--- src/source/isaPkg.sv ---
//////////////////////////////////////////////////////////////////////
// MIPS subset encodings: primary opcodes and R-type function codes,
// plus the ALU operation and branch kind enums used by the pipeline
//////////////////////////////////////////////////////////////////////

package isaPkg;

	// Primary opcodes, inst[31:26]
	localparam logic [5:0] opRType = 6'b000000;
	localparam logic [5:0] opAddi  = 6'b001000;
	localparam logic [5:0] opLw    = 6'b100011;
	localparam logic [5:0] opSw    = 6'b101011;
	localparam logic [5:0] opBeq   = 6'b000100;
	localparam logic [5:0] opBne   = 6'b000101;
	localparam logic [5:0] opBgtz  = 6'b000111;

	// Function codes under opRType, inst[5:0]
	localparam logic [5:0] fnAdd  = 6'b100000;
	localparam logic [5:0] fnAddu = 6'b100001;
	localparam logic [5:0] fnSub  = 6'b100010;
	localparam logic [5:0] fnSubu = 6'b100011;
	localparam logic [5:0] fnAnd  = 6'b100100;
	localparam logic [5:0] fnOr   = 6'b100101;
	localparam logic [5:0] fnSll  = 6'b000000;
	localparam logic [5:0] fnSlt  = 6'b101010;
	localparam logic [5:0] fnSltu = 6'b101011;

	typedef enum logic [2:0] {
		aluAdd,
		aluSub,
		aluAnd,
		aluOr,
		aluSll,
		aluSlt,
		aluSltu
	} aluOpT;

	// Branch condition carried down to execute
	typedef enum logic [1:0] {
		brNone,
		brEq,
		brNe,
		brGtz
	} branchKindT;

endpackage

--- src/source/cpuPkg.sv ---
//////////////////////////////////////////////////////////////////////
// Core sizes: datapath width, register file and data memory
// geometry, program counter reset value
//////////////////////////////////////////////////////////////////////

package cpuPkg;

	localparam int dataWidth    = 32;
	localparam int regAddrWidth = 5;
	localparam int regCount     = 2 ** regAddrWidth;

	// Data memory in words, indexed by byte address bits 7 to 2
	localparam int dmemDepth     = 64;
	localparam int dmemAddrWidth = 6;

	localparam logic [dataWidth-1:0] resetPc = '0;

endpackage

--- src/source/instDecoder.sv ---
//////////////////////////////////////////////////////////////////////
// Instruction decoder: opcode and function fields to control levels
//////////////////////////////////////////////////////////////////////

`timescale 1ns/1ps

module instDecoder (
	input  logic [cpuPkg::dataWidth-1:0] inst,
	output logic                         regWr,
	output logic                         regDst,
	output logic                         aluSrc,
	output logic                         extSigned,
	output logic                         memWr,
	output logic                         memToReg,
	output isaPkg::aluOpT                aluOp,
	output isaPkg::branchKindT           branchKind,
	output logic                         usesRt
);
	import isaPkg::*;

	logic [5:0] opcode;
	logic [5:0] funct;
	logic [4:0] rtField;
	logic [4:0] rdField;

	assign opcode  = inst[31:26];
	assign funct   = inst[5:0];
	assign rtField = inst[20:16];
	assign rdField = inst[15:11];

	always_comb begin
		// Anything not listed falls through as a nop
		regWr      = 1'b0;
		regDst     = 1'b0;
		aluSrc     = 1'b0;
		extSigned  = 1'b0;
		memWr      = 1'b0;
		memToReg   = 1'b0;
		aluOp      = aluAdd;
		branchKind = brNone;
		usesRt     = 1'b0;
		case (opcode)
			opRType: begin
				regWr  = 1'b1;
				regDst = 1'b1;
				usesRt = 1'b1;
				case (funct)
					fnAdd, fnAddu: aluOp = aluAdd;
					fnSub, fnSubu: aluOp = aluSub;
					fnAnd: aluOp = aluAnd;
					fnOr: aluOp = aluOr;
					fnSll: aluOp = aluSll;
					fnSlt: aluOp = aluSlt;
					fnSltu: aluOp = aluSltu;
					default: begin
						regWr  = 1'b0;
						usesRt = 1'b0;
					end
				endcase
			end
			opAddi, opLw: begin
				regWr     = 1'b1;
				aluSrc    = 1'b1;
				extSigned = 1'b1;
				memToReg  = (opcode == opLw);
			end
			opSw: begin
				aluSrc    = 1'b1;
				extSigned = 1'b1;
				memWr     = 1'b1;
				usesRt    = 1'b1;
			end
			opBeq, opBne, opBgtz: begin
				// Compare as rs minus rt, offset is signed
				aluOp      = aluSub;
				extSigned  = 1'b1;
				usesRt     = (opcode != opBgtz);
				branchKind = (opcode == opBeq) ? brEq : (opcode == opBne) ? brNe : brGtz;
			end
			default: ;
		endcase
		// Register 0 is never written
		if (regDst ? (rdField == 5'd0) : (rtField == 5'd0)) begin
			regWr = 1'b0;
		end
	end

endmodule

--- config.mk ---
export PLATFORM = sky130hd
export DESIGN_NAME = instDecoder
export DESIGN_NICKNAME = d
export VERILOG_FILES = /design/src/source/isaPkg.sv /design/src/source/cpuPkg.sv /design/src/source/instDecoder.sv
export SDC_FILE = /design/constraint.sdc
export NUM_CORES = 1
export LEC_CHECK = 0
export ABC_AREA = 1
export BUFFER_PORTS_ARGS = -buffer_cell sky130_fd_sc_hd__buf_2
export CAP_MARGIN = 5
export CORE_MARGIN = 4
export CORE_UTILIZATION = 25
export DETAILED_ROUTE_END_ITERATION = 16
export GPL_TIMING_DRIVEN = 0
export SLEW_MARGIN = 20
export SYNTH_ARGS = -nofsm -noshare
export SYNTH_HDL_FRONTEND = slang
export SYNTH_SLANG_ARGS = --single-unit
export TNS_END_PERCENT = 30
--- constraint.sdc ---
create_clock -name vclk -period 1.95
set_input_delay 0.39 -clock vclk [all_inputs]
set_output_delay 0.39 -clock vclk [all_outputs]
set_load 0.03 [all_outputs]
* Word-level counts from Yosys, hierarchy flattened
Cells that the tools add are included.
Word-level totals: bits in registers 0, bits in latches 0, memory bits (writable) 0, memory bits (read-only) 0, output and inout bits 12, word-level logic and storage cells 40, memories 0
Cells by class: $add $sub $neg 0, multipliers 0, div/mod/pow operators 0, magnitude comparators 0, eq/ne operators 15, shifts and indexed selects 0, muxes and demuxes 15, bitwise logic cells 0, reductions and logical operators 10
Operator list (number):
- 6-bit == test, second input constant | 10
- 6-bit by 3-bit == test with 1-bit output, second input constant | 3
- 3-bit one-hot mux with 6 select lines | 1
- 6-bit zero test | 2
- 5-bit zero test | 2
- 1-bit two-way mux | 9
- 9-bit OR reduction | 1
- 6-bit by 4-bit == test with 1-bit output, second input constant | 1
- 6-bit by 3-bit != test with 1-bit output, second input constant | 1
- 3-bit one-hot mux with 2 select lines | 1
- 3-bit OR reduction | 2
- 6-bit OR reduction | 1
- 2-bit two-way mux | 2
- 2-bit OR reduction | 2
- 1-bit one-hot mux with 3 select lines | 1
- 1-bit one-hot mux with 2 select lines | 1

* Longest topological paths before layout
Gate-level depths: netlist of run 1.
depth in word-level cells 5, gate-level depth with buffers 8, depth with buffers taken out 8

* Least setup slack after synthesis of run 1
OpenSTA, ideal clock, no wires.
path kind input-to-output, from input inst[31] (netlist name), to output regWr, data arrival time 1246 ps, data required time 1560 ps, setup slack 314 ps, stages on the path 5, path buffers 0, cells stage by stage nor2_2 > nand3_2 > clkinv_2 > nand2_2 > a21oi_2
On the way: word-level cells in the longest chain between the ends 4, elaborated cells between the ends (all ways) 8, classes of those cells eq/ne: 2; mux: 4; reduce/logical: 2
Ends and longest elaborated chain:
- from (decl) | RTL line instDecoder.sv:8 | input logic [cpuPkg::dataWidth-1:0] inst,
- 6-bit zero test | RTL line instDecoder.sv:42 | case (opcode)
- 1-bit two-way mux | RTL line instDecoder.sv:42
- net regDst | RTL line instDecoder.sv:10 | output logic regDst,
- 1-bit two-way mux (2 in a row) | RTL line instDecoder.sv:83 | if (regDst ? (rdField == 5'd0) : (rtField == 5'd0)) begin
- to (decl) | RTL line instDecoder.sv:9 | output logic regWr,
The timed path passes the listed nets, and every way through them passes these cells.

* Final worst setup path of run 1
from input inst[31] (netlist name), to output regWr
On the way: word-level cells in the longest chain between the ends 4, elaborated cells between the ends (all ways) 8, classes of those cells eq/ne: 2; mux: 4; reduce/logical: 2
Ends and longest elaborated chain (RTL line):
- 6-bit == test (tied with other cells) | instDecoder.sv:42
- 2-bit OR reduction / 1-bit two-way mux (equally long branches) | instDecoder.sv:42
- 1-bit one-hot mux with 2 select lines / 1-bit two-way mux (equally long branches) | instDecoder.sv:42, instDecoder.sv:83
- 1-bit two-way mux * | instDecoder.sv:83
Every way passes the cells marked *; elsewhere a longest branch is shown, timed or not.

==> run_results.csv, run 1 <==
group,metric,value,unit
route,routed_wl,1020,um
placement,dpl.hpwl,931,um
route,met3WireLength,131,um
sta,period_share,89.0,%
route,wl_met2,431,um
synthesis,avgSynthCellArea,4.80,sq um
worst_hold_path,worstHoldPathType,"input pin to primary output",
power,p_per_area,145,nW/um^2
clocking,post_cts_buffers,0,
job,maxCapViolCount,0,
route,route.vias.total,541,
cells_and_area,n_fill_cell,166,
critical_path,cpPeakStageDelay,220,ps
cells_and_area,nNetsFinal,142,
global_route,antenna_found_initial,0,
route,drc,0,
critical_path,cp.arrival,1340,ps
critical_path,critical_path_depth,7,
synthesis,synth_cell_types,16,
critical_path,cpMostUsedCell,"buf_2",
route,drtIter0Drc,11,
global_route,grt_max_degree,6,
power,ir_worst_vdd,0.0537,mV
placement,gp_congestion,0.728,
critical_path,setup.worst_path.start,"inst[31]",
cells_and_area,syn_to_final_growth,53.2,%
sta,rsz0062_at_grt,"false",
floorplanning,die_h,45.7,um
route,vias_per_cell,4.40,
floorplanning,row_count,13,
synthesis,ys_warn_count,0,
worst_hold_path,min_from,"inst[28]",
synthesis,synth_top_area_cell,"nand2_1",
sta,worstMarginPinSlew,254,ps
route,dr.max_layer_used,"met3",
global_route,grt.total_usage,8.70,%
cells_and_area,n_antenna_cell,0,
power,leakagePower,0.363,nW
sta,max_slew_margin,83.0,%
critical_path,crit_slowest_cell,"nor2_2",
cells_and_area,final_common_cell,"buf_2",
floorplanning,die-area,2090,sq um
critical_path,cp_max_fo,5,
clocking,hold_buffers,0,
critical_path,crit_path_start_kind,"input pin",
synthesis,synthCells,74,
global_route,grt_pass1_wl,1470,um
sta,finalHoldViolCount,0,
cells_and_area,flops_and_latches,0,
cells_and_area,regArea,0,sq um
route,first_pass_iters,3,
sta,tns,0,ps
route,drt-met1-wl,455,um
sta,slew_violations,0,
cells_and_area,multiInputGateArea,294,sq um
sta,hold_slack,1220,ps
cells_and_area,nClkBuffers,0,
critical_path,cp_top_family,"simple AND/OR/NAND/NOR gates",
floorplanning,coreArea,1320,sq um
critical_path,endpoint_kind,"primary output",
critical_path,cp_cell_sequence,"buf_2 > nor2_2 > nand3_2 > clkinv_2 > nand2_2 > a21oi_2 > buf_2",
global_route,grt_overflow,0,
sta,setup_viol,0,
floorplanning,die_x,45.7,um
synthesis,synth_area,355,sq um
worst_hold_path,holdPathStages,5,
sta,clock.fmax,0.576,GHz
critical_path,criticalPathCategory,"input pin to primary output",
clocking,ctsResizeCount,0,
route,wl_per_cell,8.28,um
route,drtAntennaViolNets,0,
synthesis,yosys-top-cells-area,"nand2_1, nand3_1, nor2_2, nor2_1, inv_1",
placement,port_buffers,34,
critical_path,cp_num_buf_inv,3,
critical_path,required,1560,ps
synthesis,synth_top_area_share,15.8,%
cells_and_area,layout_common_cells,"buf_2, nand2_1, nand3_1, nor2_1, inv_1",
outcome,status,"complete, no violations",
global_route,grt_pass1_vias,409,
synthesis,syn_nets,106,
floorplanning,start_util,27.0,%
cells_and_area,drive_gt1_share,50.0,%
floorplanning,pin_count,44,
worst_hold_path,min_to,"memToReg",
sta,period_minus_slack,1730,ps
synthesis,ys_seq_area_share,0,%
[worst max path at each step]
stage	to
floorplan	regWr
global placement	regWr
detailed placement	regWr
CTS	regWr
global route	regWr
finish	regWr
[cell usage after synthesis]
| library cell | instances |
|---|---|
| clkinv_2 | 1 |
| inv_2 | 6 |
| inv_1 | 9 |
| nand2_1 | 15 |
| a21oi_2 | 1 |
| nor2_4 | 1 |
| nand3_2 | 1 |
| o21ai_1 | 1 |
| nor2_1 | 11 |
| nand2_2 | 3 |
| nor2_2 | 7 |
| nand3_1 | 11 |
| a21oi_1 | 1 |
| nor3_1 | 3 |
| o211ai_1 | 2 |
| a31o_1 | 1 |
[where the power goes]
| group | switching [mW] | internal (mW) |
|---|---|---|
| clock | 0 | 0 |
| sequential | 0 | 0 |
| combinational | 0.0473 | 0.0316 |
[stage by stage]
stage / setup slack, ps / utilization [%] / cells / power (mW) / cell area, sq um
after floorplan: 314 / - / 74 / 0.0422 / 355
after global placement: 235 / 41.3 / 123 / 0.0779 / 544
after detailed placement: 230 / 41.3 / 123 / 0.0790 / 544
after CTS: 225 / 41.3 / 123 / 0.0792 / 544
after global routing: 106 / 41.3 / 123 / 0.0869 / 544
final: 215 / 41.3 / 123 / 0.0789 / 544
[area by class of cell]
class / count / share of cell area (%)
inverter: 16 / 11.3
tap: 15 / 3.45
timing repair buffer: 34 / 31.3
multi-input combinational: 58 / 54.0
[kinds of logic (layout without fill, tap and decap cells)]
logic type / count (synthesis) / in the layout / share of synthesized area (%)
AND/OR/NAND/NOR: 52 / 52 / 70.8
buffers and inverters: 16 / 50 / 17.3
AO/OA/AOI/OAI: 6 / 6 / 12.0
[per-layer routing]
metal | GRT usage [%] | vias to the layer above
met3 | 0.395 | 0
met1 | 12.8 | 222
li1 | - | 300
met5 | 0 | -
met4 | 0 | 0
met2 | 14.8 | 19
Note: power is estimated with default switching activity, not from simulation.
==> inputs of run 2 (changes only) <==
ABC_AREA = 0   (was 1)
CORE_AREA = 4 4 41 43   (was not set)
CORE_MARGIN = not set   (was 4)
CORE_UTILIZATION = not set   (was 25)
DIE_AREA = 0 0 45 47   (was not set)
GPL_ROUTABILITY_DRIVEN = 0   (was not set)
PLACE_DENSITY = 0.65   (was not set)
==> run 2 against run 1 <==
Effect of this change:
- critical path depth shrank 1
- highest routed layer unchanged
- critical endpoint unchanged
- critical path type unchanged
- via count shrank 14%
- worst hold slack lost 100 ps
- non-clock buffer count is the same
- die area grew 1.3%
==> run_results.csv, run 2 <==
group,metric,value,unit
floorplanning,die_x,45,um
floorplanning,coreArea,1300,sq um
critical_path,criticalPathCategory,"input pin to primary output",
route,route.vias.total,464,
cells_and_area,regArea,0,sq um
placement,port_buffers,33,
critical_path,cp_max_fo,8,
route,wl_per_cell,11.0,um
critical_path,cp_top_family,"simple AND/OR/NAND/NOR gates",
synthesis,ys_seq_area_share,0,%
power,p_per_area,166,nW/um^2
cells_and_area,layout_common_cells,"buf_2, nor2_1",
global_route,grt_overflow,0,
cells_and_area,drive_gt1_share,53.2,%
synthesis,synth_common_cells,"nor2_1, nor3_1",
critical_path,cp_cell_sequence,"buf_2 > nor4_4 > nand2_2 > o21bai_1 > o22ai_2 > buf_2",
synthesis,syn_nets,76,
route,vias_per_cell,5.04,
sta,period_minus_slack,1830,ps
synthesis,synth_top_area_cell,"nor2_1",
route,drtAntennaViolNets,0,
critical_path,cp_num_buf_inv,2,
global_route,grt_pass1_vias,357,
sta,period_share,94.0,%
critical_path,crit_slowest_cell,"nor4_4",
global_route,grt.total_usage,8.10,%
synthesis,synth_area,314,sq um
synthesis,synthCells,44,
job,maxCapViolCount,0,
sta,slew_violations,0,
worst_hold_path,worstHoldPathType,"input pin to primary output",
synthesis,yosys-top-cells-area,"nor2_1, nor4_4, a32oi_1, nor3_1, nor4b_2",
floorplanning,die_h,47,um
sta,max_slew_margin,81.6,%
cells_and_area,syn_to_final_growth,62.9,%
synthesis,ys_warn_count,0,
floorplanning,die-area,2120,sq um
floorplanning,start_util,24.1,%
floorplanning,row_count,13,
clocking,ctsResizeCount,0,
placement,dp_cells,92,
sta,rsz0062_at_grt,"false",
placement,dpl.hpwl,859,um
cells_and_area,flops_and_latches,0,
cells_and_area,n_fill_cell,149,
power,leakagePower,0.242,nW
cells_and_area,nClkBuffers,0,
cells_and_area,final_common_cell,"buf_2",
route,routed_wl,1010,um
synthesis,synth_cell_types,30,
critical_path,cpPeakStageDelay,270,ps
critical_path,cpMostUsedCell,"buf_2",
route,drc,0,
sta,finalHoldViolCount,0,
global_route,antenna_found_initial,0,
clocking,post_cts_buffers,0,
cells_and_area,finalNonFillerCells,92,
floorplanning,pin_count,44,
critical_path,required,1560,ps
critical_path,crit_path_start_kind,"input pin",
critical_path,endpoint_kind,"primary output",
synthesis,synth_top_area_share,7.17,%
outcome,status,"complete, no violations",
sta,worstMarginPinSlew,275,ps
global_route,grt_pass1_wl,1390,um
sta,setup_viol,0,
power,ir_worst_vdd,0.0649,mV
global_route,grt_max_degree,9,
power,power.total,0.0849,mW
route,drtIter0Drc,3,
critical_path,cp.arrival,1440,ps
synthesis,synth_most_common_cell,"nor2_1",
sta,clock.fmax,0.545,GHz
route,first_pass_iters,3,
cells_and_area,nNetsFinal,111,
cells_and_area,n_antenna_cell,0,
clocking,hold_buffers,0,
synthesis,avgSynthCellArea,7.14,sq um
cells_and_area,final_core_util,39.3,%
==> run 2: through the flow <==
step | setup slack [ps] | hold slack, ps | setup TNS, ps | area (sq um)
2_1_floorplan | -127 | 829 | -217 | 323
3_3_place_gp | 37.1 | 1120 | 0 | 507
3_5_place_dp | 15.4 | 1130 | 0 | 507
4_1_cts | 15.1 | 1130 | 0 | 507
5_1_grt | 44.2 | 1140 | 0 | 512
6_report | 116 | 1120 | 0 | 512
==> run 2: cells by family (layout without fill, tap and decap cells) <==
logic type | count (synthesis) | in the layout | share of synthesized area, %
buffers and inverters | 2 | 35 | 4.78
xor gates and xnor gates | 1 | 1 | 2.79
and+or+nand+nor | 28 | 28 | 62.1
AOI/OAI and AO/OA | 13 | 13 | 30.3
==> run 2: final timing paths <==
check / startpoint / endpoint / cells past startpoint / slack [ps]
worst max-delay path: inst[29] / regWr / 6 / 120
worst min-delay path: inst[28] / memToReg / 3 / 1120
==> run 2: final cells by class <==
class / instances / area (sq um) / share of cell area [%]
Multi-Input combinational cell: 42 / 313 / 61.1
Timing Repair Buffer: 33 / 165 / 32.3
Tap cell: 15 / 18.8 / 3.67
Buffer: 1 / 11.3 / 2.20
Inverter: 1 / 3.75 / 0.733
==> run 2: metal layers <==
metal	up-vias	global-route usage [%]	wire, um
li1	247	-	-
met1	191	11.5	436
met2	26	13.6	420
met3	0	1.53	156
met4	0	0	0
met5	-	0	0
==> run 2: power breakdown <==
group	leakage, nW	total (mW)	switching, mW	internal, mW
combinational	0.242	0.0849	0.0491	0.0359
sequential	0	0	0	0
clock	0	0	0	0
==> inputs of run 3 (changes only) <==
ABC_AREA = 1   (was 0)
PLACE_DENSITY = 0.68   (was 0.65)
==> run 3 against run 2 <==
Effect of this change:
- core utilization increased by 2.5 points
- global-route usage grew 1.8 points
- critical endpoint unchanged
- power is 7.6% lower
- die area unchanged
- critical path type unchanged
- worst hold slack improved by 95 ps
- sequential share of layout area is the same
- first-iteration DRC count shrank 33%
- worst setup slack better by 130 ps
- non-clock buffer count stayed put
==> run_results.csv, run 3 (same netlist as run 1, synthesis figures left out) <==
group,metric,value,unit
sta,setup_ws,243,ps
floorplanning,pin_count,44,
job,maxCapViolCount,0,
cells_and_area,layout_common_cells,"buf_2, nand2_1, nand3_1, nor2_1, inv_1",
sta,period_share,87.6,%
floorplanning,die_h,47,um
route,drc,0,
route,wl_per_cell,8.05,um
sta,setup_viol,0,
sta,clock.fmax,0.586,GHz
cells_and_area,nNetsFinal,142,
route,routed_wl,990,um
power,p_sw_share,59.7,%
critical_path,cp_top_family,"simple AND/OR/NAND/NOR gates",
clocking,post_cts_buffers,0,
critical_path,crit_path_start_kind,"input pin",
floorplanning,die_x,45,um
sta,finalHoldViolCount,0,
sta,max_slew_margin,80.7,%
sta,worstMarginPinSlew,288,ps
power,p_switching,0.0469,mW
critical_path,cp.arrival,1320,ps
sta,tns,0,ps
critical_path,cp_num_buf_inv,3,
cells_and_area,final_core_util,41.8,%
cells_and_area,drive_gt1_share,50.0,%
power,leakagePower,0.363,nW
sta,slew_violations,0,
power,clkPwrFrac,0,%
cells_and_area,regArea,0,sq um
placement,port_buffers,34,
route,drtAntennaViolNets,0,
global_route,grt_pass1_vias,451,
placement,dpl.hpwl,941,um
critical_path,cpMostUsedCell,"buf_2",
critical_path,criticalPathCategory,"input pin to primary output",
route,route.vias.total,540,
sta,rsz0062_at_grt,"false",
global_route,grt.total_usage,9.91,%
floorplanning,row_count,13,
global_route,antenna_found_initial,0,
critical_path,crit_slowest_cell,"nor2_2",
cells_and_area,syn_to_final_growth,53.2,%
placement,pre_cts_ws,235,ps
power,p_int,0.0316,mW
critical_path,endpoint_kind,"primary output",
route,first_pass_iters,3,
power,share_seq_of_total_power,0,%
cells_and_area,n_antenna_cell,0,
cells_and_area,nClkBuffers,0,
outcome,status,"complete, no violations",
cells_and_area,flops_and_latches,0,
clocking,hold_buffers,0,
route,drtIter0Drc,2,
critical_path,cpPeakStageDelay,200,ps
global_route,grt_overflow,0,
global_route,grt_pass1_wl,1720,um
cells_and_area,final_common_cell,"buf_2",
critical_path,cp_max_fo,5,
power,p_per_area,144,nW/um^2
critical_path,cp_cell_sequence,"buf_2 > nor2_2 > nand3_2 > clkinv_2 > nand2_2 > a21oi_2 > buf_2",
worst_hold_path,worstHoldPathType,"input pin to primary output",
power,ir_worst_vdd,0.0485,mV
clocking,ctsResizeCount,0,
power,p_comb_share,100.0,%
route,vias_per_cell,4.39,
floorplanning,start_util,27.3,%
floorplanning,die-area,2120,sq um
critical_path,required,1560,ps
global_route,grt_max_degree,6,
floorplanning,coreArea,1300,sq um
sta,period_minus_slack,1710,ps
==> run 3: changes by cell type in the layout (fill, tap and decap cells not counted), sizes merged, moves of 3 or more <==
cell,change
nor4,-3
inv,+14
nand3,+10
nor2,+13
nand2,+16
==> run 3: worst paths after layout <==
check,startpoint,to,slack (ps),depth (start not counted)
setup / recovery,inst[31],regWr,240,7
hold / removal,inst[26],branchKind[1],1220,4
==> run 3: power groups by stage <==
| stage | logic, mW | clock network [mW] | registers, mW |
|---|---|---|---|
| 2_1_floorplan | 0.0422 | 0 | 0 |
| 3_3_place_gp | 0.0777 | 0 | 0 |
| 3_5_place_dp | 0.0791 | 0 | 0 |
| 4_1_cts | 0.0793 | 0 | 0 |
| 5_1_grt | 0.0888 | 0 | 0 |
| 6_report | 0.0785 | 0 | 0 |
==> run 3: layout make-up <==
type / instances / area (sq um)
fill: 154 / 757
multi-input combinational: 58 / 294
timing repair buffer: 34 / 170
inverter: 16 / 61.3
tap: 15 / 18.8
==> run 3: metrics by stage <==
step | instances | power, mW | instance area [sq um] | hold slack, ps
after CTS | 123 | 0.0793 | 544 | 1220
after global placement | 123 | 0.0777 | 544 | 1210
after floorplan | 74 | 0.0422 | 355 | 1010
final | 123 | 0.0785 | 544 | 1220
after global routing | 123 | 0.0888 | 544 | 1260
after detailed placement | 123 | 0.0791 | 544 | 1220
==> run 3: per-layer routing <==
metal  wire length (um)  track usage, %  vias up
li1                   -               -      302
met1                438            13.3      217
met2                424            18.4       21
met3                127           0.766        0
met4                  0               0        0
met5                  0               0        -
==> run 3: tightest hold or removal path, stage by stage <==
cell,delay (ps)
buf_2,110
nor2_1,60
nor2_1,70
buf_2,200
